`config.mk`:
```
export PLATFORM = sky130hd
export DESIGN_NAME = lsu
export DESIGN_NICKNAME = d
export VERILOG_FILES = /design/src/hw/lsu_pkg.sv /design/src/hw/lsu.sv
export VERILOG_INCLUDE_DIRS = /design/src /design/src/hw
export SDC_FILE = /design/constraint.sdc
export NUM_CORES = 1
export LEC_CHECK = 0
export ABC_AREA = 1
export ABC_CLOCK_PERIOD_IN_PS = 3700
export BUFFER_PORTS_ARGS = -buffer_cell sky130_fd_sc_hd__buf_2
export CAP_MARGIN = 20
export CELL_PAD_IN_SITES_DETAIL_PLACEMENT = 0
export CELL_PAD_IN_SITES_GLOBAL_PLACEMENT = 1
export CORE_UTILIZATION = 30
export DETAILED_ROUTE_END_ITERATION = 8
export PLACE_DENSITY = 0.78
export SYNTH_ARGS = -nofsm -noshare
export SYNTH_HDL_FRONTEND = slang
export SYNTH_SLANG_ARGS = --single-unit
```
`constraint.sdc`:
```
create_clock -name clock -period 3.7 [get_ports clock]
set_clock_uncertainty 0.2 [all_clocks]
set_input_delay 0.37 -clock clock [delete_from_list [all_inputs] [get_ports clock]]
set_output_delay 0.37 -clock clock [all_outputs]
set_load 0.05 [all_outputs]
```
`src/hw/lsu_consts.svh`:
```
`ifndef LSU_CONSTS_SVH
`define LSU_CONSTS_SVH

// address windows, matched as (addr & mask) == base
`define RAM_BASE  32'h8000_0000
`define RAM_MASK  32'hFFFF_0000
`define SRAM_BASE 32'h0F00_0000
`define SRAM_MASK 32'hFFFF_0000

`define RAM_WORDS  1024
`define SRAM_WORDS 256   // smaller than its window, so the upper part aliases

`define SRAM_WAIT 3      // address-channel wait states of the slow sram

`define RESP_OKAY   2'b00
`define RESP_SLVERR 2'b10
`define RESP_DECERR 2'b11

`endif

```
`src/hw/lsu_pkg.sv`:
```
package lsu_pkg;

  // encoded to match the AXI size field directly
  typedef enum logic [1:0] {
    SIZE_BYTE = 2'd0,
    SIZE_HALF = 2'd1,
    SIZE_WORD = 2'd2
  } access_size_t;

  typedef struct packed {
    logic         load;
    logic         store;
    access_size_t size;
    logic         sext;   // sign extend a byte or half load
    logic [31:0]  addr;
    logic [31:0]  data;   // store data, right aligned
  } lsu_req_t;

  typedef struct packed {
    logic        fault;
    logic [31:0] data;    // extended load data, zero for stores
  } lsu_resp_t;

  typedef struct packed {
    logic [31:0] addr;
    logic [2:0]  size;
  } axi_ar_t;

  typedef struct packed {
    logic [31:0] addr;
    logic [2:0]  size;
  } axi_aw_t;

  typedef struct packed {
    logic [31:0] data;
    logic [3:0]  strb;
  } axi_w_t;

  typedef struct packed {
    logic [31:0] data;
    logic [1:0]  resp;
  } axi_r_t;

  typedef struct packed {
    logic [1:0] resp;
  } axi_b_t;

endpackage

```
`src/hw/lsu.sv`:
```
`timescale 1ns/1ps
`include "lsu_consts.svh"

module lsu (
  input  logic               clock,
  input  logic               reset,
  input  lsu_pkg::lsu_req_t  req,
  input  logic [31:0]        exu_result,
  output logic               busy,
  output logic               resp_valid,
  output lsu_pkg::lsu_resp_t resp,
  output logic [31:0]        result,
  output logic               ar_valid,
  output lsu_pkg::axi_ar_t   ar,
  input  logic               ar_ready,
  output logic               aw_valid,
  output lsu_pkg::axi_aw_t   aw,
  input  logic               aw_ready,
  output logic               w_valid,
  output lsu_pkg::axi_w_t    w,
  input  logic               w_ready,
  input  logic               r_valid,
  input  lsu_pkg::axi_r_t    r,
  output logic               r_ready,
  input  logic               b_valid,
  input  lsu_pkg::axi_b_t    b,
  output logic               b_ready
);

  logic [31:0]           addr_q;
  lsu_pkg::access_size_t size_q;
  logic                  sext_q;
  logic [31:0]           data_q;
  logic                  take;
  logic [4:0]            lane_shift;
  logic [2:0]            axi_size;
  logic [3:0]            strb_base;
  logic [31:0]           rdata_shift;
  logic [31:0]           load_data;
  logic                  r_done;
  logic                  b_done;

  assign take   = ~busy & (req.load | req.store);
  assign r_done = r_ready & r_valid;
  assign b_done = b_ready & b_valid;

  assign lane_shift = {addr_q[1:0], 3'b000};
  assign axi_size   = {1'b0, size_q};

  always_comb begin
    case (size_q)
      lsu_pkg::SIZE_BYTE: strb_base = 4'b0001;
      lsu_pkg::SIZE_HALF: strb_base = 4'b0011;
      default:            strb_base = 4'b1111;
    endcase
  end

  assign ar = '{addr: addr_q, size: axi_size};
  assign aw = '{addr: addr_q, size: axi_size};
  assign w  = '{data: data_q << lane_shift, strb: strb_base << addr_q[1:0]};

  // bring the addressed lane down to bit 0 before extending
  assign rdata_shift = r.data >> lane_shift;

  always_comb begin
    case (size_q)
      lsu_pkg::SIZE_BYTE:
        load_data = {{24{sext_q & rdata_shift[7]}}, rdata_shift[7:0]};
      lsu_pkg::SIZE_HALF:
        load_data = {{16{sext_q & rdata_shift[15]}}, rdata_shift[15:0]};
      default:
        load_data = rdata_shift;
    endcase
  end

  always_ff @(posedge clock) begin
    if (reset) begin
      busy       <= 1'b0;
      resp_valid <= 1'b0;
      ar_valid   <= 1'b0;
      aw_valid   <= 1'b0;
      w_valid    <= 1'b0;
      r_ready    <= 1'b0;
      b_ready    <= 1'b0;
    end else begin
      resp_valid <= 1'b0;
      if (!busy) begin
        busy     <= take;
        ar_valid <= req.load;
        aw_valid <= req.store & ~req.load;  // a load wins if both are set
        w_valid  <= req.store & ~req.load;
      end else begin
        if (ar_valid && ar_ready) begin
          ar_valid <= 1'b0;
          r_ready  <= 1'b1;
        end
        if (aw_valid && aw_ready) begin
          aw_valid <= 1'b0;
        end
        if (w_valid && w_ready) begin
          w_valid <= 1'b0;
          b_ready <= 1'b1;
        end
        if (r_done || b_done) begin
          r_ready    <= 1'b0;
          b_ready    <= 1'b0;
          busy       <= 1'b0;
          resp_valid <= 1'b1;
        end
      end
    end
  end

  always_ff @(posedge clock) begin
    if (take) begin
      addr_q <= req.addr;
      size_q <= req.size;
      sext_q <= req.sext;
      data_q <= req.data;
    end
    if (!busy) begin
      result <= exu_result;  // pass-through of the execute result while idle
    end else if (r_done) begin
      result <= load_data;
    end
    if (r_done) begin
      resp <= '{fault: r.resp != `RESP_OKAY, data: load_data};
    end else if (b_done) begin
      resp <= '{fault: b.resp != `RESP_OKAY, data: 32'd0};
    end
  end

endmodule

```
# After elaboration in Yosys (flattened, before gate mapping)
# Cells that the tools add are included.
# classes
n_reduce_logical,13
n_bitwise,9
shift,3
muxes,19
n_eq_ne,5
# op_table
cell,n
$mux 33,2
$mux 32,2
$pmux 32 s2,1
$shl 32x5->32,1
$shr 32x5->32,1
$mux 1,13
$reduce_bool 2->1,5
$ne 2x1->1 const B,4
$pmux 4 s2,1
$and 1x1->1,6
$reduce_and 2->1,2
$shl 4x2->4,1
$logic_and 1x1->1,3
$eq 2x1->1 const B,1
$logic_not 2->1,1
$not 1->1,2
$reduce_or 2->1,1
$logic_or 1x1->1,1
$or 1x1->1,1
# word_totals
inputBits,144
regBits,139
output_inout_bits,178
elab_cells,63

# Depth between registers and ports, before layout
# depth
word_depth,5
depth_mapped,10
ltp_nobuf,8

# Worst setup path after synthesis
# OpenSTA, ideal clock, no wires.
# synth_timing
kind,register to register
startpoint,register busy
endpoint,"register addr_q[0], enable pin"
stages_incl_launch_ff,3
synth_period_minus_slack_ps,4275
arrival_time_ps,3581
path_slack_ps,-575
path_buffers,1
setup_time_ps,494
required_ps,3006
cell_sequence,dfxtp_1 > clkbuf_1 > nor2_1
# synth_between
elab_chain_len,2
# synth_lines
item,line_no,source
from (decl),lsu.sv:9,"output logic busy,"
from (signal assigned),lsu.sv:88,busy <= take;
$not 1->1 (no line),-,
$and 1x1->1,lsu.sv:43,assign take = ~busy & (req.load | req.store);
net take,lsu.sv:34,logic take;
to (signal assigned),lsu.sv:116,addr_q <= req.addr;
to (decl),lsu.sv:30,logic [31:0] addr_q;
# The timed path passes the listed nets, and every way through them passes these cells.
# A chain may end at the register's enable or synchronous reset.

==> flow_summary_export.csv <==
group,metric,value,unit
routing,remaining_drc_errors,0,
cells_and_area,layout.filler_cells,2084,
critical_path,family_with_the_most_delay_on_the_worst_path,"buffers and inverters",
critical_path,worst_r2r_endpoint,"resp[30]",
global_route,grt_use_met3,3.96,%
critical_path,timing.critical_path.buf_inv,2,
clock_tree,clock_pin_slew_on_the_worst_setup_and_hold_paths,0.07,ns
logic_synthesis,yosys_warnings,0,
place,numPlacedInstances,1182,
floorplan,design.core.area,21200,um^2
logic_synthesis,sequential_element_share_of_the_synthesized_area,62.8,%
cells_and_area,number_of_nets_at_the_end_of_the_flow,1140,
timing,max_clock_freq,359,MHz
floorplan,floorplan.initialDensity,30.9,%
cells_and_area,area_of_the_multi_input_gates,1760,um^2
critical_path,critical_path_depth,4,
timing,finalCriticalPeriod,2.78,ns
place,placement.io_buffers,319,
floorplan,dieArea,22400,um^2
critical_path,r2r_setup_slack,1.27,ns
routing,via_per_inst,4.54,
cells_and_area,postLayoutCoreUtil,44.4,%
critical_path,timing_worst_setup_path_type,"reg2out",
clock_tree,clockBufferDepth,2,
logic_synthesis,synth.largest_area_cell,"sky130_fd_sc_hd__edfxtp_1",
clock_tree,clock_insertion_delay_worst_skew,0.42,ns
logic_synthesis,syn_inst,650,
power_and_ir_drop,powerDensity,506,nW/um^2
timing,number_of_failing_hold_endpoints_at_the_final_stage,0,
cells_and_area,layout-area-overhead-vs-synth,43.7,%
critical_path,setup.worst_path.end,"w[27]",
power_and_ir_drop,p_leak,4.56,nW
logic_synthesis,synthesis.area_per_instance,10.1,um^2
timing,slew_worst_pin,0.906,ns
logic_synthesis,synth.cell_area,6530,um^2
global_route,overflow,0,
floorplan,placementRows,53,
global_route,grt_max_degree,74,
power_and_ir_drop,vdd_ir_drop_max,303,uV
logic_synthesis,post_synth_num_cell_types,29,
cells_and_area,finalNonFillerCells,1284,
place,detailed_place_hpwl,15.0,mm
timing,rsz0062_at_grt,"false",
clock_tree,ctsHtreeMaxLevel,4,
global_route,groute.layer.met1.usage,23.6,%
cells_and_area,num_antenna_cells,0,
logic_synthesis,post_synth_top_flop,"sky130_fd_sc_hd__edfxtp_1",
cells_and_area,drive_gt1_share,38.2,%
timing,layout_worst_path_cycle_share,75.2,%
global_route,grt.met2_usage,31.4,%
logic_synthesis,post_synth_main_area_contributors,"sky130_fd_sc_hd__edfxtp_1 (61%), sky130_fd_sc_hd__nand2_1 (12%), sky130_fd_sc_hd__buf_4 (4.6%), sky130_fd_sc_hd__inv_1 (3.2%), sky130_fd_sc_hd__nor2_1 (2.6%)",
timing,slew_headroom,39.4,%
timing,finalSetupViolations,0,
timing,setup_slack,0.916,ns
clock_tree,hold_buf_count_cts,70,
clock_tree,cts.sinks,139,
timing,slew_violations,0,
floorplan,floorplan.io_pins,322,
critical_path,start_kind,"flop",
global_route,grt_first_pass_wirelength,30.7,mm
critical_path,cp-end-kind,"primary output",
clock_tree,ctsResizeCount,0,
hold_path,min_path_type,"in2reg",
global_route,grt.total_usage,18.6,%
critical_path,worst-r2r-cell-count,7,
cells_and_area,ff_latch_area,4100,um^2
critical_path,max_incr_delay_on_cp,0.60,ns
logic_synthesis,synth_seq_cells,139,
logic_synthesis,synth-async-reset-ratio,0,%
run,timing.max_cap.violations,0,
critical_path,crit_startpoint,"addr_q[0]",
floorplan,die_span_in_y,150,um
clock_tree,tritoncts,"yes",
clock_tree,number_of_cts_inserted_buffers,17,
routing,route.vias.total,5831,
critical_path,r2r_start,"addr_q[0]",
routing,drtPass1Iterations,5,
place,place_ws,1.29,ns
clock_tree,cts_root_buf,"sky130_fd_sc_hd__clkbuf_16",
critical_path,crit_path_cell_trace,"buf_4 > nor2_1 > o32ai_1 > buf_2",
critical_path,critPathArrivalTime,2.21,ns
logic_synthesis,synthDominantCellAreaShare,60.7,%
floorplan,die_width,150,um
cells_and_area,final_area,9390,um^2
critical_path,worst_path_max_delay_cell,"sky130_fd_sc_hd__buf_4",
global_route,grt-busiest-layer,"met2",
critical_path,critical_path_peak_fanout,73,
global_route,grt_antenna_before_repair,0,
critical_path,critPathRequiredTime,3.13,ns
clock_tree,cts_setup_buffers,0,
global_route,first_global_vias,5488,
routing,drc_marker_count_from_the_first_detailed_route_iteration,398,
routing,routed_wl,20.9,mm
place,placedInstanceArea,8090,um^2
run_status,outcome,"finished clean",
place,globalplace.congestion,0.851,
timing,final.setup.tns,0,ns
routing,number_of_nets_with_antenna_violations_after_routing,0,
logic_synthesis,synth_enable_flop_cells,132,
routing,post_drt_wl_per_cell,16.3,um
hold_path,holdCritStartpoint,"exu_result[27]",
==> cells by family after synthesis <==
group                  count (synthesis)  synth area share (%)
and+or+nand+nor                      296                  19.4
DFF                                  139                  62.8
buffers and inverters                130                  10.7
AOI/OAI and AO/OA                     84                  7.05
other                                  1                0.0574
==> placed cells by master, fill, tap and decap left out, drive strengths merged <==
cell / instances
buf: 327
clkinv: 4
conb: 2
o21bai: 1
o21ai: 41
clkbuf: 17
nand2: 205
a211oi: 1
o32ai: 1
a22oi: 9
nand3b: 1
dlygate4sd3: 70
a21oi: 24
nor3: 1
edfxtp: 132
bufinv: 2
nand3: 42
nor2: 47
dfxtp: 7
clkinvlp: 1
o22ai: 7
inv: 67
==> synth_stat cells (2+ instances only) <==
master / n
sky130_fd_sc_hd__a21oi_1: 24
sky130_fd_sc_hd__a22oi_1: 9
sky130_fd_sc_hd__buf_2: 12
sky130_fd_sc_hd__buf_4: 40
sky130_fd_sc_hd__buf_6: 4
sky130_fd_sc_hd__clkbuf_1: 13
sky130_fd_sc_hd__dfxtp_1: 7
sky130_fd_sc_hd__edfxtp_1: 132
sky130_fd_sc_hd__inv_1: 56
sky130_fd_sc_hd__inv_2: 2
sky130_fd_sc_hd__nand2_1: 203
sky130_fd_sc_hd__nand2_2: 2
sky130_fd_sc_hd__nand3_1: 25
sky130_fd_sc_hd__nand3_2: 16
sky130_fd_sc_hd__nor2_1: 46
sky130_fd_sc_hd__o21ai_0: 33
sky130_fd_sc_hd__o21ai_1: 8
sky130_fd_sc_hd__o22ai_1: 7
==> area by class of cell <==
cell class | count | area share (%)
Multi-Input combinational cell | 382 | 18.7
Tap cell | 275 | 3.66
Clock buffer | 17 | 4.53
Clock inverter | 15 | 1.88
Timing Repair Buffer | 397 | 25.1
Inverter | 59 | 2.39
Sequential cell | 139 | 43.7
==> registers in the layout, indices dropped and copies added, names as in the netlist <==
name        count
aw_valid        1
sext_q          1
result         32
w_valid         1
data_q         32
resp_valid      1
size_q          2
ar_valid        1
addr_q         32
b_ready         1
busy            1
r_ready         1
resp           33
==> worst reg2reg max path: stages, from the launching register on <==
cell and delay (ns):
sky130_fd_sc_hd__edfxtp_1 0.40, sky130_fd_sc_hd__buf_4 0.60, sky130_fd_sc_hd__nand2_1 0.12, sky130_fd_sc_hd__nand3_1 0.14, sky130_fd_sc_hd__nand3_2 0.42, sky130_fd_sc_hd__nand3_1 0.29
sky130_fd_sc_hd__nand2_1 0.08, sky130_fd_sc_hd__inv_1 0.07
==> power breakdown <==
group          internal (mW)  total [mW]  switching, mW  leakage, nW
Sequential              1.85        1.89         0.0387         1.33
Clock                   1.02        1.76          0.744        0.295
Combinational          0.275        1.10          0.821         2.93
==> worst min path at each step <==
stage | cells after the start | to | slack, ns
after floorplan | 1 | aw_valid | 0.24
after global placement | 2 | aw_valid | 0.25
after detailed placement | 2 | aw_valid | 0.26
after CTS | 3 | result[20] | 0.003
after global routing | 3 | result[26] | 0.007
final | 3 | result[27] | 0.02
==> routing by layer <==
layer	vias up	share of wire [%]	routed length [um]
li1	2813	-	-
met1	2785	42	8870
met2	216	50	10500
met3	17	6.3	1310
met4	0	1.3	273
met5	-	0	0
==> through the flow <==
stage	total power [mW]	hold WS, ns
final	4.75	0.0206
after global routing	4.91	0.00698
after CTS	4.80	0.00321
after detailed placement	2.96	0.260
after global placement	2.95	0.247
after floorplan	2.70	0.239
No activity file was read; power rests on OpenSTA's default activity.
