`src/hw/lsu_consts.svh`:
```
`ifndef LSU_CONSTS_SVH
`define LSU_CONSTS_SVH

// address windows, matched as (addr & mask) == base
`define RAM_BASE  32'h8000_0000
`define RAM_MASK  32'hFFFF_0000
`define SRAM_BASE 32'h0F00_0000
`define SRAM_MASK 32'hFFFF_0000

`define RAM_WORDS  1024
`define SRAM_WORDS 256   // smaller than its window, so the upper part aliases

`define SRAM_WAIT 3      // address-channel wait states of the slow sram

`define RESP_OKAY   2'b00
`define RESP_SLVERR 2'b10
`define RESP_DECERR 2'b11

`endif

```
`src/hw/lsu_pkg.sv`:
```
package lsu_pkg;

  // encoded to match the AXI size field directly
  typedef enum logic [1:0] {
    SIZE_BYTE = 2'd0,
    SIZE_HALF = 2'd1,
    SIZE_WORD = 2'd2
  } access_size_t;

  typedef struct packed {
    logic         load;
    logic         store;
    access_size_t size;
    logic         sext;   // sign extend a byte or half load
    logic [31:0]  addr;
    logic [31:0]  data;   // store data, right aligned
  } lsu_req_t;

  typedef struct packed {
    logic        fault;
    logic [31:0] data;    // extended load data, zero for stores
  } lsu_resp_t;

  typedef struct packed {
    logic [31:0] addr;
    logic [2:0]  size;
  } axi_ar_t;

  typedef struct packed {
    logic [31:0] addr;
    logic [2:0]  size;
  } axi_aw_t;

  typedef struct packed {
    logic [31:0] data;
    logic [3:0]  strb;
  } axi_w_t;

  typedef struct packed {
    logic [31:0] data;
    logic [1:0]  resp;
  } axi_r_t;

  typedef struct packed {
    logic [1:0] resp;
  } axi_b_t;

endpackage

```
`src/hw/axi_xbar.sv`:
```
`timescale 1ns/1ps
`include "lsu_consts.svh"

module axi_xbar (
  input  logic             clock,
  input  logic             reset,
  input  logic             ar_valid,
  input  lsu_pkg::axi_ar_t ar,
  output logic             ar_ready,
  input  logic             aw_valid,
  input  lsu_pkg::axi_aw_t aw,
  output logic             aw_ready,
  input  logic             w_valid,
  input  lsu_pkg::axi_w_t  w,
  output logic             w_ready,
  output logic             r_valid,
  output lsu_pkg::axi_r_t  r,
  input  logic             r_ready,
  output logic             b_valid,
  output lsu_pkg::axi_b_t  b,
  input  logic             b_ready,
  output logic             ram_ar_valid, ram_aw_valid, ram_w_valid, ram_r_ready, ram_b_ready,
  output lsu_pkg::axi_ar_t ram_ar,
  output lsu_pkg::axi_aw_t ram_aw,
  output lsu_pkg::axi_w_t  ram_w,
  input  logic             ram_ar_ready, ram_aw_ready, ram_w_ready, ram_r_valid, ram_b_valid,
  input  lsu_pkg::axi_r_t  ram_r,
  input  lsu_pkg::axi_b_t  ram_b,
  output logic             sram_ar_valid, sram_aw_valid, sram_w_valid, sram_r_ready, sram_b_ready,
  output lsu_pkg::axi_ar_t sram_ar,
  output lsu_pkg::axi_aw_t sram_aw,
  output lsu_pkg::axi_w_t  sram_w,
  input  logic             sram_ar_ready, sram_aw_ready, sram_w_ready, sram_r_valid, sram_b_valid,
  input  lsu_pkg::axi_r_t  sram_r,
  input  lsu_pkg::axi_b_t  sram_b
);

  localparam logic [1:0] TGT_RAM  = 2'd0;
  localparam logic [1:0] TGT_SRAM = 2'd1;
  localparam logic [1:0] TGT_ERR  = 2'd2;

  logic [1:0] ar_tgt, wr_tgt;
  logic [1:0] rd_tgt_q, wr_tgt_q;
  logic       err_r_valid, err_b_valid;
  logic       err_ar_ready, err_wr_ready;

  function automatic logic [1:0] decode(input logic [31:0] addr);
    if ((addr & `RAM_MASK) == `RAM_BASE) begin
      return TGT_RAM;
    end else if ((addr & `SRAM_MASK) == `SRAM_BASE) begin
      return TGT_SRAM;
    end
    return TGT_ERR;
  endfunction

  assign ar_tgt = decode(ar.addr);
  assign wr_tgt = decode(aw.addr);  // w always travels with its aw

  assign ram_ar  = ar;
  assign ram_aw  = aw;
  assign ram_w   = w;
  assign sram_ar = ar;
  assign sram_aw = aw;
  assign sram_w  = w;

  assign ram_ar_valid  = ar_valid & (ar_tgt == TGT_RAM);
  assign sram_ar_valid = ar_valid & (ar_tgt == TGT_SRAM);
  assign ram_aw_valid  = aw_valid & (wr_tgt == TGT_RAM);
  assign sram_aw_valid = aw_valid & (wr_tgt == TGT_SRAM);
  assign ram_w_valid   = w_valid & (wr_tgt == TGT_RAM);
  assign sram_w_valid  = w_valid & (wr_tgt == TGT_SRAM);
  assign ram_r_ready   = r_ready & (rd_tgt_q == TGT_RAM);
  assign sram_r_ready  = r_ready & (rd_tgt_q == TGT_SRAM);
  assign ram_b_ready   = b_ready & (wr_tgt_q == TGT_RAM);
  assign sram_b_ready  = b_ready & (wr_tgt_q == TGT_SRAM);

  // decode-error responder takes the address at once and answers next cycle
  assign err_ar_ready = ar_valid & ~err_r_valid;
  assign err_wr_ready = aw_valid & w_valid & ~err_b_valid;

  always_comb begin
    case (ar_tgt)
      TGT_RAM:  ar_ready = ram_ar_ready;
      TGT_SRAM: ar_ready = sram_ar_ready;
      default:  ar_ready = err_ar_ready;
    endcase
    case (wr_tgt)
      TGT_RAM:  {aw_ready, w_ready} = {ram_aw_ready, ram_w_ready};
      TGT_SRAM: {aw_ready, w_ready} = {sram_aw_ready, sram_w_ready};
      default:  {aw_ready, w_ready} = {2{err_wr_ready}};
    endcase
    case (rd_tgt_q)
      TGT_RAM:  {r_valid, r} = {ram_r_valid, ram_r};
      TGT_SRAM: {r_valid, r} = {sram_r_valid, sram_r};
      default:  {r_valid, r} = {err_r_valid, 32'd0, `RESP_DECERR};
    endcase
    case (wr_tgt_q)
      TGT_RAM:  {b_valid, b} = {ram_b_valid, ram_b};
      TGT_SRAM: {b_valid, b} = {sram_b_valid, sram_b};
      default:  {b_valid, b} = {err_b_valid, `RESP_DECERR};
    endcase
  end

  always_ff @(posedge clock) begin
    if (reset) begin
      rd_tgt_q    <= TGT_ERR;
      wr_tgt_q    <= TGT_ERR;
      err_r_valid <= 1'b0;
      err_b_valid <= 1'b0;
    end else begin
      if (ar_valid && ar_ready) begin
        rd_tgt_q    <= ar_tgt;
        err_r_valid <= ar_tgt == TGT_ERR;
      end else if (r_ready) begin
        err_r_valid <= 1'b0;
      end
      if (aw_valid && aw_ready) begin
        wr_tgt_q    <= wr_tgt;
        err_b_valid <= wr_tgt == TGT_ERR;
      end else if (b_ready) begin
        err_b_valid <= 1'b0;
      end
    end
  end

endmodule

```
`config.mk`:
```
export PLATFORM = sky130hd
export DESIGN_NAME = axi_xbar
export DESIGN_NICKNAME = d
export VERILOG_FILES = /design/src/hw/lsu_pkg.sv /design/src/hw/axi_xbar.sv
export VERILOG_INCLUDE_DIRS = /design/src /design/src/hw
export SDC_FILE = /design/constraint.sdc
export NUM_CORES = 1
export LEC_CHECK = 0
export BUFFER_PORTS_ARGS = -buffer_cell sky130_fd_sc_hd__buf_2
export CAP_MARGIN = 25
export CORE_AREA = 2 2 178 180
export DETAILED_ROUTE_END_ITERATION = 7
export DIE_AREA = 0 0 180 182
export HOLD_SLACK_MARGIN = 0.03
export MAX_ROUTING_LAYER = met4
export SLEW_MARGIN = 15
export SYNTH_ARGS = -nofsm -noshare
export SYNTH_HDL_FRONTEND = slang
export SYNTH_SLANG_ARGS = --single-unit
```
`constraint.sdc`:
```
create_clock -name clock -period 2 [get_ports clock]
set_input_delay 0.2 -clock clock [delete_from_list [all_inputs] [get_ports clock]]
set_output_delay 0.2 -clock clock [all_outputs]
set_load 0.05 [all_outputs]
```
# Word-level counts from Yosys, hierarchy flattened
# Index checks and enable logic that the tools add are counted.
# op_classes
n_addsub,0
mul,0
div_mod_pow,0
order_cmp,0
eq_ne,10
shifts,0
n_mux,21
bitwise,15
reduce_logical,8
# op_table
operator,count
one-hot mux 34 bit (2 select lines),1
"== test 16 x 12 -> 1 bit, second input constant",2
"== test 16 bit, second input constant",2
bitwise AND 1 bit,13
2-to-1 mux 2 bit,6
one-hot mux 1 bit (2 select lines),5
"== test 2 x 1 -> 1 bit, second input constant",4
logical NOT 2 bit,4
2-to-1 mux 1 bit,8
"== test 2 bit, second input constant",2
one-hot mux 2 bit (2 select lines),1
nonzero test 2 bit,2
logical AND 1 bit,2
NOT 1 bit,2
# word_totals
ff_bits,6
latchBits,0
ram_bits,0
romBits,0
input_bits,195
out_inout_bits,263
elab_cells,58
mem_count,0

# Depth between registers and ports, before layout
# depth
word_depth,8
mapped_depth,6
ltp_nobuf,5

# Least setup slack after synthesis
# No wires, ideal clock.
# synth_path
path_type,input port to output port
startpoint,input ar[27] (netlist name)
endpoint,output ar_ready
arrival_time_ps,1835
t_required_ps,1800
path_slack_ps,-35
cell_stages,4
n_path_buf,0
path_cell_list,nor4_1 > and3_1 > nor2_1 > o21ai_0
# synth_via
elab_chain_cells,6
elab_cells_between_ends,9
# synth_rtl
element,line_no,text
start: declaration,axi_xbar.sv:8,"input lsu_pkg::axi_ar_t ar,"
== test 16 x 12 -> 1 bit (no line),-,
2-to-1 mux 1 bit,axi_xbar.sv:50,end else if ((addr & `SRAM_MASK) == `SRAM_BASE) begin
2-to-1 mux 1 bit,axi_xbar.sv:48,if ((addr & `RAM_MASK) == `RAM_BASE) begin
2-to-1 mux 2 bit *,axi_xbar.sv:53,return TGT_ERR;
== test 2 x 1 -> 1 bit / logical NOT 2 bit (equally long branches),axi_xbar.sv:82,case (ar_tgt)
one-hot mux 1 bit (2 select lines) *,axi_xbar.sv:82,
end: declaration,axi_xbar.sv:9,"output logic ar_ready,"
# Mark *: on every way between the ends. The rest lies on a longest branch, timed or not.

# Worst setup path after layout
# layout_path
startpoint,input aw[27] (netlist name)
endpoint,output w_ready
# layout_via
elab_chain_cells,6
elab_cells_between_ends,9
# layout_rtl
element,line_no,text
start: declaration,axi_xbar.sv:11,"input lsu_pkg::axi_aw_t aw,"
== test 16 x 12 -> 1 bit (no line),-,
2-to-1 mux 1 bit,axi_xbar.sv:50,
2-to-1 mux 1 bit,axi_xbar.sv:48,
2-to-1 mux 2 bit *,axi_xbar.sv:53,
== test 2 x 1 -> 1 bit / logical NOT 2 bit (equally long branches),axi_xbar.sv:87,case (wr_tgt)
one-hot mux 1 bit (2 select lines) *,axi_xbar.sv:87,
end: declaration,axi_xbar.sv:15,"output logic w_ready,"
# Marks and branches as above.

==> metrics <==
outcome finished, final reports clean; hold slack final about 0.26 ns; Slowest cell on crit path or4b_4; Synth Cell Area roughly 2700 um^2; sequential power share 0.125; Net Sw Frac 0.4558; Mapped Nets 565; Synth Area in Adders 0; Arr. time, crit path 1.65 ns; Hold Path Depth 2; DP Cell Count between 700 and 800; reg-to-reg endpoint wr_tgt_q[0]; initial antenna violation count 0; Seq/Total Area, Yosys 0.04436; Slew headroom 0.7736; power density over the cells between 300 and 400 nW/um^2; Clk pwr share 0.323; Clock Skew around 0.00012 ns; slowest stage delay, CP around 0.56 ns; Worst Tran Pin Value 0.3396 ns; LEAKAGE between 1 and 1.5 nW; Max-Cap Viols 0; Post-CTS Hold Fix Bufs 0; P&R area growth vs syn 7.671%; post-synthesis xor/xnor area fraction 0; switching pwr approximately 0.46 mW; Die W about 180 um; Initial DRC Count 38; cells along the critical path buf_2, or4b_4, o22ai_1, a21oi_1, a221o_1, buf_2; core area 30,990 um^2; non-filler cells, final around 800; CP Max Fanout 3; vias in the first global route between 2,000 and 2,500; setup_tns 0 ns; Initial Util 0.08738; CTS Root Cell clkbuf_16; mux cell area share after synthesis 0.1257; post-route antenna net violation count 0; Top cell by count, worst path buf_2; I/O pin cnt ~460; startpoint types input port; final setup fails 0; first-pass GRT wire length approximately 14,000 um; clock transition at the registers of the reported paths about 0.030 ns; largest family of logic cells by synthesized area buffers and inverters; Syn. warnings 0; critical path data required time around 1.8 ns; number of setup buffers added after CTS 0; CP Capture Type output port; most common cell after layout, fill and taps aside buf_2; worst reg2reg startpoint err_b_valid; # diodes 0; Final Hold Viols 0; RSZ-0062 raised after global routing false; commonest non-fill, non-tap cells in the layout buf_2 (235), nor2_1 (38), mux2i_1 (34); Reg2Reg Depth 5; clk_lat worst skew about 0.23 ns; CP Buf/Inv Count 2; Crit path max-delay family simple AND/OR/NAND/NOR gates; nets@finish roughly 590; Max VDD drop ~0.00016 V; Peak Freq 541.5 MHz; Post-Synth Simple-Gate Area 0.1701; wire per inst between 10 and 15 um; gr usage total 0.05793; Slew Limit Fails 0; die area about 33,000 um^2; critical path class input port to output port; GR Overflow Total 0; combinational power share 0.552; r2r setup slk ~0.78 ns; Compound-Gate Fraction of Synth Area 0.05360; vias after detailed routing around 2,300; TritonCTS clock tree yes; WHS Endpoint err_r_valid; H-tree levels 1; synthesized instance count 370; layout cells sized above 1 0.6456; Max Root-Sink Buffers 2; total clock sinks 6; hold wc startpoint reset; detailed placement HPWL 9188 um; routed wire length a little over 10,000 um; height of the chip around 180 um; largest net degree at the start of global routing 33; routability cong. around 0.86; row cnt between 60 and 70; HP Class input port to register; count of cell types in the netlist 35; IO buf count between 200 and 250; DRC viols 0; Avg Cell Area, Syn ~7.3 um^2; drt pass-1 iters 3; DR vias/cell between 2 and 3; Final min period between 1.5 and 2 ns; Inserted Clock Buffers 3; internal power between 0.5 and 0.6 mW; flops & latches, synth 6; Tcrit/Tclk final 0.9233
-- worst max path at each step --
| stage | start | end | slack [ns] | depth (start not counted) |
|---|---|---|---|---|
| 6_report | aw[27] | w_ready | 0.15 | 6 |
| 5_1_grt | aw[27] | w_ready | 0.09 | 6 |
| 4_1_cts | aw[27] | w_ready | 0.05 | 5 |
| 3_5_place_dp | aw[27] | w_ready | 0.05 | 5 |
| 3_3_place_gp | aw[25] | w_ready | 0.06 | 6 |
| 2_1_floorplan | rd_tgt_q[0] | r_valid | 0.03 | 3 |
-- metrics by stage --
| step | total power [mW] | cell area (um^2) | utilization | worst slack (ns) |
|---|---|---|---|---|
| finish | 1.005 | 2915 | 0.09408 | 0.1533 |
| floorplan | 1.342 | 2708 | - | 0.03342 |
| global route | 1.057 | 2915 | 0.09408 | 0.09490 |
| CTS | 1.025 | 2910 | 0.09392 | 0.05148 |
| global placement | 0.6849 | 2835 | 0.09150 | 0.05873 |
| detailed placement | 0.6871 | 2835 | 0.09150 | 0.05402 |
-- synth_stat cells (all sizes together) --
master,instances,share of area
and3b,1,0.0032
nor2b,4,0.0092
inv,2,0.0028
a221o,2,0.0074
mux2i,34,0.13
o22ai,1,0.0023
o21ai,4,0.0074
a211o,5,0.016
nor2,38,0.053
and2,3,0.0069
or3,3,0.0069
nand4b,2,0.0065
nand4bb,1,0.0042
nor3,5,0.0092
o311ai,1,0.0032
nand2,7,0.0097
nor4b,1,0.0032
and3,4,0.0097
o211ai,1,0.0046
nor3b,4,0.013
dfxtp,6,0.044
a21oi,4,0.0074
nor4,5,0.014
nand3b,4,0.011
nand3,3,0.0055
or4b,1,0.0051
clkbuf,5,0.0069
o21bai,1,0.0028
buf,217,0.60
a31oi,1,0.0023
-- layer usage --
metal  GRT usage  wire (um)  part of all wire  up-vias
li1            -          -                 -     1050
met1     0.03882       2543              0.25      968
met2      0.1145       5497              0.54      257
met3     0.03791       1712              0.17       41
met4     0.02179        365             0.036        0
met5           -          0                 0        -
-- cells by family after synthesis --
kind of cell,Yosys count
AOI/OAI and AO/OA,20
and+or+nand+nor,86
muxes,34
buffers and inverters,224
DFF,6
-- registers in the layout, summed over array words and instances (netlist names) --
| register | flops |
|---|---|
| rd_tgt_q | 2 |
| wr_tgt_q | 2 |
| err_b_valid | 1 |
| err_r_valid | 1 |
-- worst reg2reg max path: stages, from the launching register on --
cell       delay [ns]
dfxtp_1          0.32
nand3b_1         0.17
a21oi_1          0.23
buf_4            0.18
nand4bb_1        0.12
o21ai_0          0.09
-- what timing repair did --
| action | CTS | global route |
|---|---|---|
| setup endpoints to repair | 0 | 2 |
| gates resized for setup | 0 | 1 |
| hold endpoints to repair | 0 | 0 |
-- area by class of cell --
class / instances / area (um^2)
clock buffers: 3 / 75.07
fillers: 3680 / 28070
flip-flops and latches: 6 / 122.6
repair buffers: 244 / 1256
inverters: 2 / 7.507
well taps: 402 / 503.0
multi-input cells: 140 / 950.9
-- power groups by stage --
stage               sequential, mW  combinational (mW)  clock [mW]
finish                       0.126               0.555       0.324
global route                 0.126               0.586       0.345
CTS                          0.126               0.562       0.338
detailed placement           0.127               0.560           0
global placement             0.128               0.557           0
floorplan                    0.126                1.22           0
Note: power is estimated with default switching activity, not from simulation.
